$ cat config.mk
export PLATFORM = sky130hd
export DESIGN_NAME = uart_top
export DESIGN_NICKNAME = d
export VERILOG_FILES = /design/src/design/uart_pkg.sv /design/src/design/serial_rx.sv /design/src/design/serial_tx.sv /design/src/design/uart_status.sv /design/src/design/uart_top.sv
export VERILOG_INCLUDE_DIRS = /design/src /design/src/design
export SDC_FILE = /design/constraint.sdc
export NUM_CORES = 1
export LEC_CHECK = 0
export BUFFER_PORTS_ARGS = -buffer_cell sky130_fd_sc_hd__buf_2
export CORE_MARGIN = 2
export CORE_UTILIZATION = 64
export CTS_BUF_LIST = sky130_fd_sc_hd__clkbuf_2 sky130_fd_sc_hd__clkbuf_4 sky130_fd_sc_hd__clkbuf_8
export DETAILED_ROUTE_END_ITERATION = 8
export PLACE_DENSITY = 0.89
export SLEW_MARGIN = 20
export SYNTH_ARGS = -nofsm -noshare
export SYNTH_HDL_FRONTEND = slang
export SYNTH_SLANG_ARGS = --single-unit
$ cat constraint.sdc
create_clock -name clk -period 7.53 [get_ports clk]
set_clock_uncertainty 0.15 [all_clocks]
set_input_delay 0 -clock clk [delete_from_list [all_inputs] [get_ports clk]]
set_output_delay 0 -clock clk [all_outputs]
set_load 0.01 [all_outputs]
$ cat src/design/uart_defines.svh
/*
 * Build-time constants for the UART: clock, baud rate and line levels.
 * Include wherever bit timing or line levels are needed.
 */

`ifndef UART_DEFINES_SVH
`define UART_DEFINES_SVH

`define UART_CLK_FREQ 25_000_000  // system clock in Hz
`define UART_BIT_FREQ 1_562_500   // baud rate

// clocks per bit and per half bit
`define UART_BIT_PERIOD (`UART_CLK_FREQ / `UART_BIT_FREQ)
`define UART_HALF_BIT (`UART_BIT_PERIOD / 2)

// line levels
`define UART_START_BIT 1'b0  // start bit pulls line low
`define UART_STOP_BIT 1'b1   // stop bit and idle line are high

`endif

$ cat src/design/uart_pkg.sv
/*
 * Shared types for the UART blocks: character, counters, result structs
 * and state encodings. Referenced by scoped name only.
 */

`include "uart_defines.svh"

package uart_pkg;

  typedef logic [7:0] char_t;  // one character
  typedef logic [3:0] bit_count_t;  // position in frame, 0..10
  typedef logic [$clog2(`UART_BIT_PERIOD)-1:0] bit_timer_t;  // per-bit down-counter

  // receiver output toward the status block
  typedef struct packed {
    char_t data;  // last character received
    logic ready;  // one-cycle strobe, good character
    logic line_break;  // framing error level
  } rx_result_t;

  // host status word
  typedef struct packed {
    logic rx_valid;  // unread character held
    logic overrun;  // character lost before read
    logic line_break;  // last frame had a bad stop bit
    logic tx_busy;  // transmitter sending
  } uart_status_t;

  typedef enum logic [2:0] {rx_idle, rx_start, rx_data, rx_stop, rx_holdoff} rx_state_t;
  typedef enum logic {tx_idle, tx_shift} tx_state_t;

endpackage

$ cat src/design/serial_rx.sv
/*
 * 8N1 character receiver. The async line goes through a 3-flop synchronizer,
 * each bit is sampled mid-bit, false starts are dropped and a bad stop bit
 * raises break followed by a half-bit hold-off.
 */

`timescale 1ns/1ps
`include "uart_defines.svh"

module serial_rx (
  input  logic                   clk,
  input  logic                   reset,
  input  logic                   rx,  // async serial line
  output uart_pkg::rx_result_t   result
);

  localparam uart_pkg::bit_timer_t FULL_BIT_TIME = uart_pkg::bit_timer_t'(`UART_BIT_PERIOD - 1);
  localparam uart_pkg::bit_timer_t HALF_BIT_TIME = uart_pkg::bit_timer_t'(`UART_HALF_BIT - 1);

  logic [2:0]             sync_q;  // input synchronizer
  logic                   rx_line;  // synchronized line
  uart_pkg::rx_state_t    state;
  uart_pkg::bit_timer_t   timer;  // counts down to next sample
  uart_pkg::bit_count_t   bit_cnt;  // bits taken so far
  uart_pkg::char_t        data_q;  // shift register, LSB first
  logic                   ready_q;
  logic                   break_q;

  always_ff @(posedge clk)
  begin
    if (reset)
      sync_q <= '1;  // idle line is high
    else
      sync_q <= {sync_q[1:0], rx};
  end

  assign rx_line = sync_q[2];

  always_ff @(posedge clk)
  begin
    if (reset)
    begin
      state <= uart_pkg::rx_idle;
      timer <= '0;
      bit_cnt <= '0;
      ready_q <= 1'b0;
      break_q <= 1'b0;
    end
    else
    begin
      ready_q <= 1'b0;  // strobe lasts one clock
      if (timer != '0)
        timer <= timer - 1'b1;  // wait for sample point
      else
      begin
        case (state)
          uart_pkg::rx_idle:
            if (rx_line == `UART_START_BIT)  // possible start edge
            begin
              timer <= HALF_BIT_TIME;
              state <= uart_pkg::rx_start;
            end
          uart_pkg::rx_start:
            if (rx_line != `UART_START_BIT)  // false start, drop it
              state <= uart_pkg::rx_idle;
            else
            begin
              timer <= FULL_BIT_TIME;
              bit_cnt <= 4'd1;  // start bit counted
              state <= uart_pkg::rx_data;
            end
          uart_pkg::rx_data:
          begin
            timer <= FULL_BIT_TIME;
            bit_cnt <= bit_cnt + 1'b1;
            if (bit_cnt == 4'd8)  // eighth data bit
              state <= uart_pkg::rx_stop;
          end
          uart_pkg::rx_stop:
          begin
            bit_cnt <= '0;
            if (rx_line == `UART_STOP_BIT)
            begin
              ready_q <= 1'b1;  // good character
              break_q <= 1'b0;
              state <= uart_pkg::rx_idle;
            end
            else
            begin
              break_q <= 1'b1;  // framing error, hold off half a bit
              timer <= HALF_BIT_TIME;
              state <= uart_pkg::rx_holdoff;
            end
          end
          default:  // hold-off done
            state <= uart_pkg::rx_idle;
        endcase
      end
    end
  end

  // data bits only, shifted in LSB first
  always_ff @(posedge clk)
  begin
    if (timer == '0 && state == uart_pkg::rx_data)
      data_q <= {rx_line, data_q[7:1]};
  end

  assign result = '{data: data_q, ready: ready_q, line_break: break_q};

  // ready is a single-cycle pulse per character
  assert property (@(posedge clk) disable iff (reset) ready_q |=> !ready_q);

  // frame position stays inside start, data and stop
  assert property (@(posedge clk) disable iff (reset) bit_cnt <= 4'd10);

endmodule

$ cat src/design/serial_tx.sv
/*
 * 8N1 character transmitter. A start strobe while idle loads one frame,
 * which goes out LSB first at one bit per bit period; busy covers the frame.
 */

`timescale 1ns/1ps
`include "uart_defines.svh"

module serial_tx (
  input  logic              clk,
  input  logic              reset,
  input  logic              start,  // strobe, ignored while busy
  input  uart_pkg::char_t   data,
  output logic              tx,  // serial line
  output logic              busy
);

  localparam uart_pkg::bit_timer_t FULL_BIT_TIME = uart_pkg::bit_timer_t'(`UART_BIT_PERIOD - 1);

  uart_pkg::tx_state_t    state;
  uart_pkg::bit_timer_t   timer;  // clocks left in current bit
  uart_pkg::bit_count_t   bit_cnt;  // bit now on the line
  logic [9:0]             frame;  // bit 0 drives the line

  always_ff @(posedge clk)
  begin
    if (reset)
    begin
      state <= uart_pkg::tx_idle;
      timer <= '0;
      bit_cnt <= '0;
      frame <= '1;  // line idles high
    end
    else
    begin
      case (state)
        uart_pkg::tx_idle:
          if (start)
          begin
            frame <= {`UART_STOP_BIT, data, `UART_START_BIT};
            timer <= FULL_BIT_TIME;
            bit_cnt <= '0;
            state <= uart_pkg::tx_shift;
          end
        default:
          if (timer != '0)
            timer <= timer - 1'b1;
          else if (bit_cnt == 4'd9)  // end of stop bit
            state <= uart_pkg::tx_idle;
          else
          begin
            frame <= {`UART_STOP_BIT, frame[9:1]};  // next bit, refill with stop level
            timer <= FULL_BIT_TIME;
            bit_cnt <= bit_cnt + 1'b1;
          end
      endcase
    end
  end

  assign tx = frame[0];
  assign busy = (state == uart_pkg::tx_shift);

  // line rests at the stop level between frames
  assert property (@(posedge clk) disable iff (reset) !busy |-> tx == `UART_STOP_BIT);

endmodule

$ cat src/design/uart_status.sv
/*
 * Host-side holding register and status word. Captures each received
 * character, flags overrun on an unread one and mirrors break and tx busy.
 */

`timescale 1ns/1ps

module uart_status (
  input  logic                   clk,
  input  logic                   reset,
  input  uart_pkg::rx_result_t   rx_result,
  input  logic                   tx_busy,
  input  logic                   read,  // host read strobe
  output uart_pkg::char_t        rx_data,
  output uart_pkg::uart_status_t status
);

  // holding register, loaded on each good character
  always_ff @(posedge clk)
  begin
    if (rx_result.ready)
      rx_data <= rx_result.data;
  end

  always_ff @(posedge clk)
  begin
    if (reset)
      status <= '0;
    else
    begin
      status.line_break <= rx_result.line_break;
      status.tx_busy <= tx_busy;
      if (rx_result.ready)  // new char wins over a read
      begin
        status.rx_valid <= 1'b1;
        status.overrun <= (status.overrun | status.rx_valid) & ~read;  // lost one unless read now
      end
      else if (read)
      begin
        status.rx_valid <= 1'b0;
        status.overrun <= 1'b0;
      end
    end
  end

  // overrun only ever reported alongside a held character
  assert property (@(posedge clk) disable iff (reset) status.overrun |-> status.rx_valid);

endmodule

$ cat src/design/uart_top.sv
/*
 * UART top level. Receiver and transmitter run side by side and feed
 * the status block, which presents the host holding register and status.
 */

`timescale 1ns/1ps

module uart_top (
  input  logic                    clk,
  input  logic                    reset,
  input  logic                    rx,  // async serial in
  output logic                    tx,  // serial out
  input  uart_pkg::char_t         tx_data,
  input  logic                    tx_start,
  input  logic                    rx_read,
  output uart_pkg::char_t         rx_data,
  output uart_pkg::uart_status_t  status
);

  uart_pkg::rx_result_t rx_result;  // receiver to status
  logic                 tx_busy;

  serial_rx rx_i (
    .clk    (clk),
    .reset  (reset),
    .rx     (rx),
    .result (rx_result)
  );

  serial_tx tx_i (
    .clk    (clk),
    .reset  (reset),
    .start  (tx_start),
    .data   (tx_data),
    .tx     (tx),
    .busy   (tx_busy)
  );

  uart_status status_i (
    .clk       (clk),
    .reset     (reset),
    .rx_result (rx_result),
    .tx_busy   (tx_busy),
    .read      (rx_read),
    .rx_data   (rx_data),
    .status    (status)
  );

endmodule

==> impl_results.md <==
- Status: finished clean
- Setup violators final: 0
- H-Tree Depth: 2
- Maximum buffer depth of the clock tree: 2
- Rows: 21
- Initial antenna violation count: 0
- EDFF count, synth: 16
- Yosys top cell area share: 0.344
- First-pass DRT Iterations: 4
- Worst setup EP type: register
- Post-cts sizing count: 0
- CP Data Required Time: 7.64 ns
- Final hold vios: 0
- Global Route Usage Sum: 0.215
- IO Pins: 26
- Worst slew pin tran: 0.763 ns
- Ant diodes: 0
- Critical setup path kind: reg -> reg
- CP max stage cell: dlygate4sd3_1
- 1st-iter DRT viols: 84
- List of most frequent post-synthesis cells: dfxtp_1, nor2_1, a21oi_1, edfxtp_1, nor2b_1
- Area Growth Syn to Fin: 15.6%
- WL final: 3.88 mm
- Gr ovfl total: 0
- TritonCTS clock tree: yes
- Total power: 0.000591 W
- Max cap viols: 0
- Die Y-Extent: 62.8 µm
- HPWL after DPL: 2.42 mm
- Slew Limit Headroom: 0.491
- Crit start category: register
- Final std cell area, no fill: 0.00255 mm²
- Core area: 0.00334 mm²
- Pleak: 0.953 nW
- Synthesis Warnings: 0
- Power per cell area: 231 mW/mm²
- Die area: 0.00394 mm²
- Starting Density: 0.663
- DRC Markers: 0
- Syn Inst Count: 210
- Detail Route Antenna Nets: 0
- Setup WS pre-CTS: 5.34 ns
- Fmax: 0.380 GHz
- Netlist cell types: 46
- Tmin final: 2.63 ns
- Slew Limit Fails: 0
- Largest net degree at the start of global routing: 47
- Synth area leader: dfxtp_1
- Skew-Pair Late Insertion Delay: 0.36 ns
- Die X: 62.8 µm
- Nets: 262
- Port buffer count: 25
- Vias per std cell: 5.64
- Area contributors post-synth: dfxtp_1, edfxtp_1, nor2_1, nor2b_1, a21oi_1
- Clock sink total: 54
- Largest stage delay, worst path: 0.59 ns
- RSZ-0062 raised after global routing: no
- Root Buffer: clkbuf_4
- Worst hold-check path type: in -> reg
- Setup TNS: 0 ns
- Most frequent cell after synthesis: dfxtp_1
- Via count: 1,636
- Maximum VDD drop: 0.000174 V
- WL/cell: 13.4 µm
- Final period util: 0.349
- Final Wtd Congestion: 0.826
- Post-route worst setup slack: 4.90 ns
- Post-synthesis area per instance: 10.5 µm²
- Worst-path cell chain: inv_1 > ha_1 > and4bb_2 > a21oi_2 > a22oi_1 > dlygate4sd3_1
- Number of global-route vias before repair: 1,545
- TritonCTS buffer count: 5
- Synth Flop Type: dfxtp_1
- Hold slack: 0.0287 ns
- CP max FO: 19
- Clock transition at path regs: 0.14 ns
- Synthesized net count: 229
- Asr flop ratio synth: 0
- Post-place instance area: 0.00235 mm²
- Post-synth design cell area: 0.00221 mm²
- #FFs+latches synth: 54
- Global-route wire length before repair: 6.70 mm
- Sequential area share after synthesis: 0.561
- WP data arrival: 2.74 ns
- Share of layout cells above drive strength 1: 0.168
worst paths after layout:
path / start / to / slack, ns / cells after the start
worst min register to register: rx_i.sync_q[0] / rx_i.sync_q[1] / 0.27 / 1
worst max register to register: tx_i.timer[0] / tx_i.frame[8] / 4.90 / 6
worst min-delay path: reset / tx_i.timer[2] / 0.03 / 2
worst max-delay path: tx_i.timer[0] / tx_i.frame[8] / 4.90 / 6
worst max-delay path: cells and delay by family (launching register included):
family / cells / cell delay, ns
adder cells (fa/ha/maj): 1 / 0.24
buffers and inverters: 2 / 0.67
AND/OR/NAND/NOR: 1 / 0.29
AO/OA/AOI/OAI: 2 / 0.76
flip-flops: 1 / 0.41
layout make-up:
| type | count | area [µm²] |
|---|---|---|
| clock inverter | 1 | 30.0 |
| tap | 46 | 57.6 |
| multi-input combinational | 133 | 880 |
| sequential | 54 | 1240 |
| timing repair buffer | 38 | 253 |
| fill | 217 | 782 |
| inverter | 11 | 41.3 |
| clock buffer | 7 | 52.6 |
per-stage QoR:
step,cells,util
after floorplan,210,-
after global placement,270,0.705
after detailed placement,270,0.705
after CTS,290,0.766
after global routing,290,0.766
final,290,0.766
registers in the layout (all words and copies together) (netlist names):
signal	flops
rx_i.bit_cnt	4
rx_i.sync_q	3
status_i.status	4
rx_i.data_q	8
tx_i.busy	1
rx_i.ready_q	1
rx_i.state	3
rx_i.timer	4
tx_i.frame	9
rx_i.break_q	1
status_i.rx_data	8
tx_i.timer	4
tx_i.bit_cnt	4
layout by cell type, fill, tap and decap left out, types with 3 or more instances in the layout:
cell / count
nor3_1: 6
a21oi_1: 16
a22oi_1: 3
a2111oi_0: 8
nand2_1: 6
dlygate4sd3_1: 12
xor2_1: 3
or2_2: 3
a211oi_1: 3
inv_1: 11
edfxtp_1: 16
dfxtp_1: 38
buf_2: 25
o211ai_1: 3
nand3b_1: 3
nor2_1: 24
nor2b_1: 13
clkbuf_4: 7
ha_1: 6
report_power, final:
group | internal (W) | leakage, nW | switching, W
Clock | 0.0000778 | 0.0463 | 0.0000828
Combinational | 0.0000457 | 0.452 | 0.0000535
Sequential | 0.000314 | 0.455 | 0.0000172
Total | 0.000438 | 0.953 | 0.000154
layer usage:
metal,global-route usage,share of wire,vias up
met5,0,0,-
li1,-,-,823
met2,0.368,0.49,39
met3,0.0378,0.033,8
met1,0.264,0.45,766
met4,0.0972,0.018,0
logic make-up (layout without fill, tap and decap cells):
kind of cell | after synthesis | in the layout | synth area share
simple gates | 74 | 74 | 0.190
flops | 54 | 54 | 0.561
mux | 2 | 2 | 0.00906
buf+inv | 23 | 57 | 0.0407
compound gates | 47 | 47 | 0.149
xor+xnor | 4 | 4 | 0.0158
fa+ha+maj | 6 | 6 | 0.0340
what timing repair did:
item / CTS / global route
hold endpoints to repair: 16 / 0
hold buffers: 12 / 0
endpoints found under the setup margin: 0 / 0
buffers inserted: 0 / 0
Note: power is estimated with default switching activity, not from simulation.
